### config.mk
export PLATFORM = sky130hd
export DESIGN_NAME = sector_arbiter_flat
export DESIGN_NICKNAME = d
export VERILOG_FILES = /design/src/sd_pkg.sv /design/src/sector_if.sv /design/src/sector_arbiter.sv /design/src/flat_wrapper.sv
export SDC_FILE = /design/constraint.sdc
export NUM_CORES = 1
export LEC_CHECK = 0
export BUFFER_PORTS_ARGS = -buffer_cell sky130_fd_sc_hd__buf_4
export CORE_AREA = 2 2 91 93
export DETAILED_ROUTE_END_ITERATION = 8
export DIE_AREA = 0 0 93 95
export GPL_TIMING_DRIVEN = 0
export PLACE_DENSITY = 0.68
export SLEW_MARGIN = 20
export SYNTH_ARGS = -nofsm -noshare
export SYNTH_HDL_FRONTEND = slang
export SYNTH_SLANG_ARGS = --single-unit
### constraint.sdc
create_clock -name clk_sys -period 2.3 [get_ports clk_sys]
set_input_delay 0.115 -clock clk_sys [delete_from_list [all_inputs] [get_ports clk_sys]]
set_output_delay 0.115 -clock clk_sys [all_outputs]
set_load 0.01 [all_outputs]
### src/sd_pkg.sv
// ===============================================
// Host block-device transport. Sectors are 512 bytes, moved as 256 words
// ===============================================
`default_nettype none

package sd_pkg;

	// Sector number on the host device
	typedef logic [31:0] lba_t;

	typedef logic [15:0] sector_word_t;

	// Word index inside one sector
	typedef logic [7:0] buff_addr_t;

	localparam int SECTOR_WORDS = 256;

	// Requester that owns the current host transfer
	typedef enum logic {
		CHAN_BACKUP = 1'b0,
		CHAN_DATA   = 1'b1
	} chan_t;

endpackage

`default_nettype wire

### src/sector_if.sv
// ===============================================
// One requester's view of the host sector port
// ===============================================
`timescale 1ns/1ps
`default_nettype none

interface sector_if;

	// Request side, held until ack rises
	logic                 rd;
	logic                 wr;
	sd_pkg::lba_t         lba;

	// Burst side, only toggles for the granted requester
	logic                 ack;
	sd_pkg::buff_addr_t   buff_addr;
	sd_pkg::sector_word_t buff_dout;
	logic                 buff_wr;

	// Write-direction data, sampled by the host one cycle after buff_addr
	sd_pkg::sector_word_t buff_din;

	modport requester (
		output rd, wr, lba, buff_din,
		input  ack, buff_addr, buff_dout, buff_wr
	);

	modport arbiter (
		input  rd, wr, lba, buff_din,
		output ack, buff_addr, buff_dout, buff_wr
	);

endinterface

`default_nettype wire

### src/sector_arbiter.sv
// ===============================================
// Host must not raise ack in the same cycle it first sees sd_rd or sd_wr
// ===============================================
`timescale 1ns/1ps
`default_nettype none

module sector_arbiter (
	input  wire                  clk_sys,
	input  wire                  reset,
	sector_if.arbiter            bk,
	sector_if.arbiter            msu,
	output logic                 sd_rd,
	output logic                 sd_wr,
	output sd_pkg::lba_t         sd_lba,
	output sd_pkg::chan_t        sd_chan,
	input  wire                  sd_ack,
	input  wire sd_pkg::buff_addr_t   sd_buff_addr,
	input  wire sd_pkg::sector_word_t sd_buff_dout,
	input  wire                  sd_buff_wr,
	output sd_pkg::sector_word_t sd_buff_din
);

	logic          bk_req;
	logic          msu_req;
	logic          busy;
	logic          ack_d;
	logic          bk_own;
	logic          msu_own;
	sd_pkg::chan_t next_chan;

	assign bk_req  = bk.rd | bk.wr;
	assign msu_req = msu.rd | msu.wr;

	// sd_chan keeps the last owner, so the other side wins a tie
	always_comb begin
		if (bk_req && msu_req)
			next_chan = (sd_chan == sd_pkg::CHAN_BACKUP) ? sd_pkg::CHAN_DATA
				: sd_pkg::CHAN_BACKUP;
		else if (msu_req)
			next_chan = sd_pkg::CHAN_DATA;
		else
			next_chan = sd_pkg::CHAN_BACKUP;
	end

	always_ff @(posedge clk_sys or posedge reset) begin
		if (reset) begin
			busy    <= 1'b0;
			ack_d   <= 1'b0;
			sd_rd   <= 1'b0;
			sd_wr   <= 1'b0;
			sd_chan <= sd_pkg::CHAN_BACKUP;
		end else begin
			ack_d <= sd_ack;
			if (sd_ack) begin
				sd_rd <= 1'b0;
				sd_wr <= 1'b0;
			end
			if (busy) begin
				// Grant ends on the ack fall
				if (ack_d && !sd_ack)
					busy <= 1'b0;
			end else if (bk_req || msu_req) begin
				busy    <= 1'b1;
				sd_chan <= next_chan;
				sd_rd   <= (next_chan == sd_pkg::CHAN_DATA) ? msu.rd : bk.rd;
				sd_wr   <= (next_chan == sd_pkg::CHAN_DATA) ? msu.wr : bk.wr;
			end
		end
	end

	always_ff @(posedge clk_sys) begin
		if (!busy && (bk_req || msu_req))
			sd_lba <= (next_chan == sd_pkg::CHAN_DATA) ? msu.lba : bk.lba;
	end

	// ===============================================
	// Steering to the owner
	// ===============================================
	assign bk_own  = busy && (sd_chan == sd_pkg::CHAN_BACKUP);
	assign msu_own = busy && (sd_chan == sd_pkg::CHAN_DATA);

	assign bk.ack        = sd_ack && bk_own;
	assign bk.buff_wr    = sd_buff_wr && bk_own;
	assign bk.buff_addr  = bk_own ? sd_buff_addr : '0;
	assign bk.buff_dout  = sd_buff_dout;
	assign msu.ack       = sd_ack && msu_own;
	assign msu.buff_wr   = sd_buff_wr && msu_own;
	assign msu.buff_addr = msu_own ? sd_buff_addr : '0;
	assign msu.buff_dout = sd_buff_dout;

	// Write data lags buff_addr by one cycle, sd_chan still holds the owner
	assign sd_buff_din = (sd_chan == sd_pkg::CHAN_DATA) ? msu.buff_din : bk.buff_din;

	a_grant_held: assert property (@(posedge clk_sys) disable iff (reset)
		sd_ack |-> $stable(sd_chan));

	a_one_direction: assert property (@(posedge clk_sys) disable iff (reset)
		!(bk.rd && bk.wr) && !(msu.rd && msu.wr));

endmodule

`default_nettype wire

### src/flat_wrapper.sv
// flat-port wrapper written by rule: the top's interface ports become plain ports
module sector_arbiter_flat 
  (clk_sys, reset, sd_rd, sd_wr, sd_lba, sd_chan, sd_ack, sd_buff_addr, sd_buff_dout, sd_buff_wr, sd_buff_din, bk_rd, bk_wr, bk_lba, bk_buff_din, bk_ack, bk_buff_addr, bk_buff_dout, bk_buff_wr, msu_rd, msu_wr, msu_lba, msu_buff_din, msu_ack, msu_buff_addr, msu_buff_dout, msu_buff_wr);
  sector_if bk_i ();
  sector_if msu_i ();
  input  wire clk_sys;
  input  wire reset;
  output logic sd_rd;
  output logic sd_wr;
  output sd_pkg::lba_t sd_lba;
  output sd_pkg::chan_t sd_chan;
  input  wire sd_ack;
  input  wire sd_pkg::buff_addr_t sd_buff_addr;
  input  wire sd_pkg::sector_word_t sd_buff_dout;
  input  wire sd_buff_wr;
  output sd_pkg::sector_word_t sd_buff_din;
  input wire logic [$bits(bk_i.rd)-1:0] bk_rd;
  input wire logic [$bits(bk_i.wr)-1:0] bk_wr;
  input wire logic [$bits(bk_i.lba)-1:0] bk_lba;
  input wire logic [$bits(bk_i.buff_din)-1:0] bk_buff_din;
  output wire logic [$bits(bk_i.ack)-1:0] bk_ack;
  output wire logic [$bits(bk_i.buff_addr)-1:0] bk_buff_addr;
  output wire logic [$bits(bk_i.buff_dout)-1:0] bk_buff_dout;
  output wire logic [$bits(bk_i.buff_wr)-1:0] bk_buff_wr;
  input wire logic [$bits(msu_i.rd)-1:0] msu_rd;
  input wire logic [$bits(msu_i.wr)-1:0] msu_wr;
  input wire logic [$bits(msu_i.lba)-1:0] msu_lba;
  input wire logic [$bits(msu_i.buff_din)-1:0] msu_buff_din;
  output wire logic [$bits(msu_i.ack)-1:0] msu_ack;
  output wire logic [$bits(msu_i.buff_addr)-1:0] msu_buff_addr;
  output wire logic [$bits(msu_i.buff_dout)-1:0] msu_buff_dout;
  output wire logic [$bits(msu_i.buff_wr)-1:0] msu_buff_wr;
  assign bk_i.rd = bk_rd;
  assign bk_i.wr = bk_wr;
  assign bk_i.lba = bk_lba;
  assign bk_i.buff_din = bk_buff_din;
  assign bk_ack = bk_i.ack;
  assign bk_buff_addr = bk_i.buff_addr;
  assign bk_buff_dout = bk_i.buff_dout;
  assign bk_buff_wr = bk_i.buff_wr;
  assign msu_i.rd = msu_rd;
  assign msu_i.wr = msu_wr;
  assign msu_i.lba = msu_lba;
  assign msu_i.buff_din = msu_buff_din;
  assign msu_ack = msu_i.ack;
  assign msu_buff_addr = msu_i.buff_addr;
  assign msu_buff_dout = msu_i.buff_dout;
  assign msu_buff_wr = msu_i.buff_wr;
  sector_arbiter u_core (.clk_sys(clk_sys), .reset(reset), .bk(bk_i), .msu(msu_i), .sd_rd(sd_rd), .sd_wr(sd_wr), .sd_lba(sd_lba), .sd_chan(sd_chan), .sd_ack(sd_ack), .sd_buff_addr(sd_buff_addr), .sd_buff_dout(sd_buff_dout), .sd_buff_wr(sd_buff_wr), .sd_buff_din(sd_buff_din));
endmodule
# Yosys cells after proc, flatten, opt, wreduce, memory -nomap -nowiden
# Index checks and enable logic that the tools add are counted.
[totals]
rom_bits = 0
register_bits = 37
mem_bits_rw = 0
latchBits = 0
n_memories = 0
[classes]
n_mux = 18
n_div = 0
eq_ne = 0
n_reduce_logical = 13
shift = 0
bitwise_logic = 4
n_mul = 0
addsub = 0
magnitude_cmp = 0
[op_table]
columns = ["op", "n"]
rows = [
  ["32-bit 2-to-1 mux", 1],
  ["16-bit 2-to-1 mux", 1],
  ["8-bit 2-to-1 mux", 2],
  ["1-bit 2-to-1 mux", 14],
  ["1-bit logical AND", 9],
  ["1-bit logical NOT", 2],
  ["1-bit NOT", 2],
  ["1-bit bitwise OR", 2],
  ["2-bit AND reduction", 1],
  ["1-bit logical OR", 1],
]

# Logic depth before layout (Yosys ltp)
# Gate-level depths: netlist (run 1).
[logic_depth]
ltp_word = 6
depth_mapped = 4

# Worst setup path before layout (run 1)
# No wires, ideal clock.
[synth_path]
path_kind = "register to register"
from = "register u_core.busy"
to = "register u_core.sd_lba[0], enable pin"
path_stages_with_launch = 3
synth_period_minus_slack_ns = 1.650
setup_slack_ns = 0.650
arrival_ns = 1.262
cell_sequence = "dfrtp_1 > a21o_1 > inv_1"
[synth_between]
elab_chain_len = 2
[synth_lines]
columns = ["item", "line", "source"]
rows = [
  ["start, declared", "sector_arbiter.sv:25", "logic busy;"],
  ["start signal, assigned", "sector_arbiter.sv:47", "busy <= 1'b0;"],
  ["start signal, assigned", "sector_arbiter.sv:61", "busy <= 1'b0;"],
  ["start signal, assigned", "sector_arbiter.sv:63", "busy <= 1'b1;"],
  ["1-bit logical NOT", "sector_arbiter.sv:72", "if (!busy && (bk_req || msu_req))"],
  ["1-bit logical AND", "sector_arbiter.sv:72", ""],
  ["end signal, assigned", "sector_arbiter.sv:73", "sd_lba <= (next_chan == sd_pkg::CHAN_DATA) ? msu.lba : bk.lba;"],
  ["end, declared", "sector_arbiter.sv:14", "output sd_pkg::lba_t sd_lba,"],
]
# No other way between the ends.
# A chain may end at the register's enable or synchronous reset.

# Worst setup path in the final report (run 1)
[layout_path]
from = "register u_core.sd_chan"
to = "output bk_buff_addr[1]"
[layout_between]
elab_chain_len = 3
[layout_lines]
columns = ["item", "line", "source"]
rows = [
  ["start, declared", "sector_arbiter.sv:15", "output sd_pkg::chan_t sd_chan,"],
  ["start signal, assigned", "sector_arbiter.sv:51", "sd_chan <= sd_pkg::CHAN_BACKUP;"],
  ["start signal, assigned", "sector_arbiter.sv:64", "sd_chan <= next_chan;"],
  ["1-bit NOT", "--", ""],
  ["1-bit logical AND", "sector_arbiter.sv:79", "assign bk_own = busy && (sd_chan == sd_pkg::CHAN_BACKUP);"],
  ["8-bit 2-to-1 mux", "sector_arbiter.sv:84", "assign bk.buff_addr = bk_own ? sd_buff_addr : '0;"],
  ["end, declared", "flat_wrapper.sv:22", "output wire logic [$bits(bk_i.buff_addr)-1:0] bk_buff_addr;"],
]
# No other way between the ends.

==> impl_metrics.tcl, run 1 <==
set metrics [dict create \
    max_slew_margin_pct 54.73 \
    top_level_ports 231 \
    pwr-share-seq_pct 29.9 \
    grt_pass1_vias 1948 \
    final.period_utilization_pct 77.73 \
    crit_type "flop to output pin" \
    finalMaxSlewViolations 0 \
    post-cts-setup-buffer-count 0 \
    holdWs_ps 70.40 \
    remaining_drc_errors 0 \
    peakVddDrop_mv 0.3155 \
    crit_family "simple AND/OR/NAND/NOR gates" \
    cts.sinks 37 \
    cp_slowest_cell "dfrtp_1" \
    start_util_pct 28.82 \
    finClkSkew_ps 7.875 \
    critical_path.endpoint_type "output pin" \
    clk-insertion-delay-late_ps 280 \
    diodes 0 \
    p_clk_share_pct 17.8 \
    rsz0062_at_grt "false" \
    r2r_slack_ps 720 \
    grt_max_degree 34 \
    yosysWarnings 0 \
    min-delay-start "bk_rd" \
    crit_arrival_ps 1670 \
    setup_viol 0 \
    syn_area_per_cell_um2 13.68 \
    crit_chain "buf_2 -> nor2b_1 -> and2_1 -> buf_4" \
    dieWidth_um 93 \
    drv_cap 0 \
    min_to "u_core.sd_wr" \
    routed_wl_um 6791 \
    hpwl_um 5694 \
    fin_setup_tns_ps 0 \
    rows 33 \
    syn_inst 167 \
    min_path_type "input port to flop" \
    antenna_left 0 \
    synth_cell_type_count 25 \
    detail_route.wl_per_cell_um 13.69 \
    via_count 2058 \
    synth_nets 295 \
    clock_path_buffers 2 \
    fmax_mhz 559.4 \
    worstPathRequired_ps 2180 \
    power_switching_share_pct 31.32 \
    layout.cells.non_filler 496 \
    ys_seq_elements 37 \
    worstPathMaxFanout 10 \
    whs_path_depth 2 \
    cp-start-kind "flop" \
    postLayoutCoreUtil_pct 52.73 \
    syn_to_final_growth_pct 82.97 \
    cp_slowest_stage_delay_ps 440 \
    grt_pass1_wl_um 9446 \
    cts_tree "yes" \
    track_usage_pct 13.82 \
    p_leak_nw 2.113 \
    status "completed" \
    io_buffer_count 214 \
    grt_antenna_before_repair 0 \
    final_layout_size_suffix_gt1_share_pct 79.03 \
    cts.clk_slew.worst_paths_ps 70 \
    viasPerCell 4.149 \
    hold_violations 0 \
    power_density_mw_per_mm2 894.7 \
    core_mm2 0.007928 \
    reg2reg_from "u_core.busy" \
    overflow 0 \
    netlist_area_mm2 0.002285 \
    die_height_um 95 \
    seq_area_frac_synth_pct 47.54 \
    drt_pass1_iterations 4 \
    combPwrFrac_pct 52.3 \
    tightest_slew_ps 678.1 \
    reg2reg_to "u_core.sd_lba[31]" \
    reg2reg_depth 2 \
    cts_buffers 5 \
    num-fill-cells 719 \
    dp.cells 486 \
    period_needed_ps 1788 \
    h-tree-depth 2 \
    place_congestion 0.7498 \
    crit_start "u_core.sd_chan" \
    die_area_mm2 0.008835 \
    p_int_mw 2.569 \
    root_buffer "clkbuf_8" \
    p_sw_mw 1.171 \
    drt_iter0_drc 43 \
    nets 518 \
    path_buf_inv 2 \
]
power groups by stage:
stage | clock (mW) | sequential [mW] | combinational [mW]
after floorplan | 0 | 1.23 | 0.942
after global placement | 0 | 1.13 | 1.97
after detailed placement | 0 | 1.13 | 1.98
after CTS | 0.686 | 1.12 | 1.99
after global routing | 0.712 | 1.14 | 2.10
final | 0.667 | 1.12 | 1.95
cell usage in the layout, fill, tap and decap left out, drive strengths merged:
| cell | synthesis | final |
|---|---|---|
| mux2 | 48 | 48 |
| a21o | 1 | 1 |
| edfxtp | 32 | 32 |
| dlygate4sd3 | 0 | 2 |
| bufinv | 0 | 2 |
| nor2 | 2 | 2 |
| and2 | 11 | 11 |
| o21ai | 3 | 3 |
| and3 | 10 | 10 |
| a221oi | 1 | 1 |
| nand2b | 2 | 2 |
| nand2 | 2 | 2 |
| o32ai | 1 | 1 |
| nor2b | 2 | 2 |
| o2bb2ai | 1 | 1 |
| buf | 37 | 251 |
| a21oi | 1 | 1 |
| nor3 | 1 | 1 |
| inv | 4 | 5 |
| clkbuf | 2 | 7 |
| dfrtp | 5 | 5 |
| a2111oi | 1 | 1 |
cells in the mapped netlist:
master	instances	share of area (%)
buf_4	32	11
edfxtp_1	32	42
mux2_4	29	19
mux2_2	19	9.4
and2_1	11	3.0
and3_1	10	2.7
dfrtp_1	5	5.5
inv_1	4	0.66
buf_6	3	1.5
buf_2	2	0.44
clkbuf_1	2	0.33
nand2_1	2	0.33
nand2b_1	2	0.55
nor2_1	2	0.33
nor2b_1	2	0.55
a2111oi_0	1	0.38
a21o_1	1	0.33
a21oi_1	1	0.22
a221oi_1	1	0.38
nor3_1	1	0.22
o21ai_0	1	0.22
o21ai_1	1	0.22
o21ai_2	1	0.38
o2bb2ai_1	1	0.38
o32ai_1	1	0.38
repair_timing:
item	4_1_cts	5_1_grt
setup endpoints to repair	0	0
hold buffers	2	0
gates resized for setup	0	0
hold endpoints to repair	6	0
worst max-delay path by stage:
stage	to	cells after the start	slack (ps)
after detailed placement	u_core.sd_lba[5]	2	710
after floorplan	u_core.sd_lba[0]	2	650
after CTS	bk_buff_wr	4	460
after global routing	bk_buff_wr	4	380
final	bk_buff_addr[1]	4	510
after global placement	u_core.sd_lba[5]	2	280
metal layers:
metal  GRT usage, %  part of all wire [%]  vias to the layer above
met5              0                     0                        -
met4          3.309                  0.46                        0
met3          4.469                    11                        2
met2          25.24                    54                      126
met1          15.67                    35                      917
li1               -                     -                     1013
area by class of cell:
cell class / instances / area (µm²) / area share [%]
clock buffer: 5 / 68.82 / 1.646
inverter: 4 / 15.01 / 0.3592
multi-input combinational: 87 / 892.1 / 21.34
sequential: 37 / 1086 / 25.98
timing repair buffer: 216 / 1627 / 38.91
buffer: 39 / 291.5 / 6.974
tap: 105 / 131.4 / 3.143
clock inverter: 3 / 68.82 / 1.646
flip-flops by register name (all words and copies together), names as in the netlist:
register / cells
u_core.sd_lba: 32
u_core.ack_d: 1
u_core.busy: 1
u_core.sd_chan: 1
u_core.sd_rd: 1
u_core.sd_wr: 1
cell families after synthesis:
| kind of cell | synth area share [%] |
|---|---|
| AOI/OAI and AO/OA | 2.902 |
| buffers and inverters | 13.42 |
| DFF | 47.54 |
| muxes | 28.42 |
| and+or+nand+nor | 7.722 |
stage by stage:
step | power (mW) | instance area [µm²] | worst slack, ps
after floorplan | 2.175 | 2285 | 650.3
after global placement | 3.098 | 4023 | 282.0
after detailed placement | 3.115 | 4023 | 714.4
after CTS | 3.798 | 4180 | 460.0
after global routing | 3.948 | 4180 | 381.6
final | 3.740 | 4180 | 512.2
(Power assumes the default switching activity.)
==> run 2, diff against run 1 <==
--- a/config.mk
+++ b/config.mk
@@ -6,11 +6,11 @@
 export NUM_CORES = 1
 export LEC_CHECK = 0
 export BUFFER_PORTS_ARGS = -buffer_cell sky130_fd_sc_hd__buf_4
-export CORE_AREA = 2 2 91 93
+export CORE_AREA = 2 2 89 91
 export DETAILED_ROUTE_END_ITERATION = 8
-export DIE_AREA = 0 0 93 95
+export DIE_AREA = 0 0 91 93
 export GPL_TIMING_DRIVEN = 0
-export PLACE_DENSITY = 0.68
+export PLACE_DENSITY = 0.73
 export SLEW_MARGIN = 20
 export SYNTH_ARGS = -nofsm -noshare
 export SYNTH_HDL_FRONTEND = slang
==> constraint.sdc (replaced) <==
create_clock -name clk_sys -period 1.5 [get_ports clk_sys]
set_input_delay 0.075 -clock clk_sys [delete_from_list [all_inputs] [get_ports clk_sys]]
set_output_delay 0.075 -clock clk_sys [all_outputs]
set_load 0.01 [all_outputs]
==> impl_metrics.tcl, run 2 (same netlist as run 1, synthesis figures left out) <==
set metrics [dict create \
    status "completed" \
    layout_commonest_cell "buf_4" \
    cts_buffers 5 \
    grt_pass1_wl_um 10680 \
    crit_family "flip-flops" \
    final_layout_size_suffix_gt1_share_pct 80.45 \
    cp_slowest_cell "dfrtp_2" \
    h-tree-depth 2 \
    drt-met1-wl_um 2566 \
    setup_viol 0 \
    min_path_type "input port to flop" \
    worstPathRequired_ps 1540 \
    remaining_drc_errors 0 \
    overflow 0 \
    cts.clk_slew.worst_paths_ps 80 \
    track_usage_pct 16.11 \
    die_height_um 93 \
    routed_wl_um 7436 \
    top_layer_used "met4" \
    critical_path.endpoint_type "flop" \
    rsz0062_at_grt "true" \
    drt_iter0_drc 56 \
    power_density_mw_per_mm2 1412 \
    wl_met3_um 790 \
    die_area_mm2 0.008463 \
    drt_pass1_iterations 4 \
    period_needed_ps 1498 \
    cts.sinks 37 \
    largest_reg_flops 32 \
    root_buffer "clkbuf_8" \
    pre_cts_slack_ps -294.9 \
    top_level_ports 231 \
    antenna_left 0 \
    grt_antenna_before_repair 0 \
    crit_type "flop to flop" \
    via_count 2156 \
    place_congestion 0.7992 \
    postLayoutCoreUtil_pct 57.11 \
    core_mm2 0.007527 \
    nets 526 \
    grt_max_degree 18 \
    worst_slack_ps 1.832 \
    max_slew_margin_pct 72.73 \
    clock_path_buffers 2 \
    cts_tree "yes" \
    tightest_slew_ps 398.8 \
    fmax_mhz 667.5 \
    p_leak_nw 2.166 \
    p_total_mw 6.072 \
    worstPathMaxFanout 10 \
    cp-start-kind "flop" \
    hpwl_um 6032 \
    crit_chain "o21ai_1 -> o21ai_4 -> buf_8 -> mux2_4" \
    grt_pass1_vias 2126 \
    finClkSkew_ps 3.759 \
    drv_cap 0 \
    dieWidth_um 91 \
    fin_setup_tns_ps 0 \
    peakVddDrop_mv 0.4284 \
    cp_slowest_stage_delay_ps 460 \
    start_util_pct 30.35 \
    wl_met2_um 4003 \
    viasPerCell 4.303 \
    syn_to_final_growth_pct 88.17 \
    path_buf_inv 1 \
    finalMaxSlewViolations 0 \
    layout_common_cells "buf_4, edfxtp_1, mux2_4, mux2_2, and2_1" \
    final.period_utilization_pct 99.88 \
    crit_arrival_ps 1540 \
    diodes 0 \
    io_buffer_count 214 \
    regMostFlops "u_core.sd_lba" \
    rows 32 \
    detail_route.wl_per_cell_um 14.84 \
    clk-insertion-delay-late_ps 290 \
    hold_violations 0 \
]
run 2: layout make-up:
class	instances	area, µm²
Buffer	39	320.3
Timing Repair Buffer	222	1684
Tap cell	102	127.6
Inverter	4	18.77
Clock buffer	5	68.82
Multi-Input combinational cell	88	915.9
Fill cell	646	3228
Sequential cell	37	1087
Clock inverter	3	68.82
Timing Repair inverter	1	7.507
run 2: worst paths after layout:
path,endpoint,slack (ps),startpoint,depth (start not counted)
max,u_core.sd_lba[2],2,u_core.sd_chan,4
min,u_core.sd_wr,10,bk_rd,2
max reg2reg,u_core.sd_lba[2],2,u_core.sd_chan,4
min reg2reg,u_core.sd_wr,580,u_core.sd_wr,2
max in group asynchronous,u_core.sd_chan,1050,reset,3
min in group asynchronous,u_core.sd_wr,260,reset,3
run 2: layer usage:
layer / vias up / GRT usage [%]
met1: 975 / 16.46
met5: - / 0
met3: 7 / 5.479
met4: 0 / 4.167
met2: 143 / 31.23
li1: 1031 / -
run 2: where the power goes:
| group | internal [mW] | switching, mW |
|---|---|---|
| Sequential | 1.58 | 0.148 |
| Clock | 0.669 | 0.366 |
| Combinational | 1.90 | 1.41 |
| Total | 4.15 | 1.92 |
run 2: worst register-to-register path, cell delays in order (launching register included):
cell	delay, ps
dfrtp_2	460
o21ai_1	150
o21ai_4	150
buf_8	180
mux2_4	310
run 2: metrics by stage:
step | area, µm² | instances | hold WS, ps
after floorplan | 2288 | 167 | -146.5
after global placement | 4023 | 483 | -15.97
after detailed placement | 4023 | 483 | -5.597
after CTS | 4260 | 498 | 2.687
after global routing | 4299 | 501 | 18.15
final | 4299 | 501 | 10.64
run 2: what timing repair did:
action                                  CTS  global route
endpoints found under the hold margin     6             0
endpoints found under the setup margin   97            64
gates cloned                              1             1
hold buffers                              2             0
setup buffers                             4             2
gates resized for setup                  10             7
==> run 3, diff against run 2 <==
--- a/config.mk
+++ b/config.mk
@@ -5,12 +5,11 @@
 export SDC_FILE = /design/constraint.sdc
 export NUM_CORES = 1
 export LEC_CHECK = 0
-export BUFFER_PORTS_ARGS = -buffer_cell sky130_fd_sc_hd__buf_4
 export CORE_AREA = 2 2 89 91
 export DETAILED_ROUTE_END_ITERATION = 8
 export DIE_AREA = 0 0 91 93
+export DONT_BUFFER_PORTS = 1
 export GPL_TIMING_DRIVEN = 0
-export PLACE_DENSITY = 0.73
 export SLEW_MARGIN = 20
 export SYNTH_ARGS = -nofsm -noshare
 export SYNTH_HDL_FRONTEND = slang
==> impl_metrics.tcl, run 3 (same netlist as run 1, synthesis figures left out) <==
set metrics [dict create \
    grt_antenna_before_repair 0 \
    p_clk_share_pct 17.4 \
    viasPerCell 4.851 \
    cp-start-kind "flop" \
    overflow 0 \
    worst_slack_ps 5.611 \
    die_height_um 93 \
    layout_common_cells "buf_4, edfxtp_1, mux2_4, mux2_2, dlygate4sd3_1" \
    pwr-share-seq_pct 41.6 \
    cts.sinks 37 \
    power_switching_share_pct 35.03 \
    period_needed_ps 1494 \
    dieWidth_um 91 \
    grt_pass1_wl_um 7279 \
    design_area_mm2 0.002750 \
    p_leak_nw 1.144 \
    clock_path_buffers 2 \
    grt_pass1_vias 1225 \
    worstPathMaxFanout 10 \
    peakVddDrop_mv 0.4750 \
    regMostFlops "u_core.sd_lba" \
    p_int_mw 3.040 \
    via_count 1436 \
    tightest_slew_ps 412.2 \
    power_density_mw_per_mm2 1702 \
    drv_cap 0 \
    largest_reg_flops 32 \
    finClkSkew_ps 2.871 \
    start_util_pct 30.35 \
    fmax_mhz 669.2 \
    dpl_cell_area_mm2 0.002416 \
    io_buffer_count 0 \
    cts_buffers 5 \
    crit_arrival_ps 1520 \
    setup_viol 0 \
    place_congestion 0.7899 \
    cts_tree "yes" \
    fin_setup_tns_ps 0 \
    track_usage_pct 11.45 \
    root_buffer "clkbuf_8" \
    rsz0062_at_grt "true" \
    hold_violations 0 \
    max_slew_margin_pct 71.81 \
    antenna_left 0 \
    top_level_ports 231 \
    remaining_drc_errors 0 \
    layout_commonest_cell "buf_4" \
    pre_cts_slack_ps -319.0 \
    status "completed" \
    combPwrFrac_pct 40.9 \
    cts.clk_slew.worst_paths_ps 70 \
    drt_pass1_iterations 4 \
    p_sw_mw 1.640 \
    grt_max_degree 18 \
    worstPathRequired_ps 1530 \
    holdWs_ps 7.697 \
    syn_to_final_growth_pct 20.37 \
    diodes 0 \
    h-tree-depth 2 \
    finalMaxSlewViolations 0 \
    clk-insertion-delay-late_ps 280 \
    num-fill-cells 761 \
    final.period_utilization_pct 99.63 \
    nets 321 \
    postLayoutCoreUtil_pct 36.54 \
    final_layout_size_suffix_gt1_share_pct 52.58 \
    min_path_type "input port to flop" \
    drt_iter0_drc 46 \
    critical_path.endpoint_type "flop" \
    hpwl_um 4442 \
    rows 32 \
    core_mm2 0.007527 \
    detail_route.wl_per_cell_um 19.27 \
    crit_type "flop to flop" \
    die_area_mm2 0.008463 \
    routed_wl_um 5705 \
]
[run 3: final timing paths]
path | slack (ps) | depth (start not counted) | startpoint | endpoint
max | 6 | 4 | u_core.sd_chan | u_core.sd_lba[9]
min | 8 | 1 | msu_lba[15] | u_core.sd_lba[15]
max reg2reg | 6 | 4 | u_core.sd_chan | u_core.sd_lba[9]
min reg2reg | 560 | 3 | u_core.ack_d | u_core.busy
max in group asynchronous | 1180 | 2 | reset | u_core.sd_chan
min in group asynchronous | 130 | 2 | reset | u_core.sd_wr
[run 3: power groups by stage]
stage	Clock (mW)	Combinational [mW]	Sequential, mW
3_5_place_dp	0	1.71	1.97
2_1_floorplan	0	1.46	1.89
4_1_cts	0.844	1.88	1.95
3_3_place_gp	0	1.69	1.97
6_report	0.816	1.92	1.95
5_1_grt	0.876	2.06	1.98
[run 3: final cells by class]
class / count / area [µm²] / share of cell area [%]
Multi-Input combinational cell: 87 / 910.9 / 33.12
Buffer: 39 / 309.0 / 11.24
Clock inverter: 2 / 33.78 / 1.228
Sequential cell: 37 / 1087 / 39.54
Tap cell: 102 / 127.6 / 4.641
Clock buffer: 6 / 72.57 / 2.639
Timing Repair inverter: 1 / 7.507 / 0.2730
Inverter: 4 / 18.77 / 0.6824
Timing Repair Buffer: 18 / 182.7 / 6.642
[run 3: metrics by stage]
step           std cells  total power [mW]
2_1_floorplan        167             3.342
4_1_cts              286             4.673
5_1_grt              296             4.915
6_report             296             4.680
3_5_place_dp         269             3.683
3_3_place_gp         269             3.656
[run 3: repair_timing]
item | in CTS | in global routing
buffers inserted | 4 | 0
cloned | 1 | 0
pin swaps | 0 | 0
endpoints found under the hold margin | 10 | 5
hold buffers | 4 | 10
resized for setup | 6 | 7
setup endpoints to repair | 100 | 66
[run 3: worst max-delay path, stage by stage, from the launching register on]
cell and delay [ps]:
dfrtp_2 450, o21ai_2 100, o21ai_4 160, buf_8 210, mux2_4 320
[run 3: metal layers]
metal  routed length, µm  vias to the layer above  GRT usage, %
li1                    -                      618             -
met1                1854                      673         11.37
met2                3131                      140         22.22
met3                 662                        5         4.110
met4                  56                        0         3.409
met5                   0                        -             0
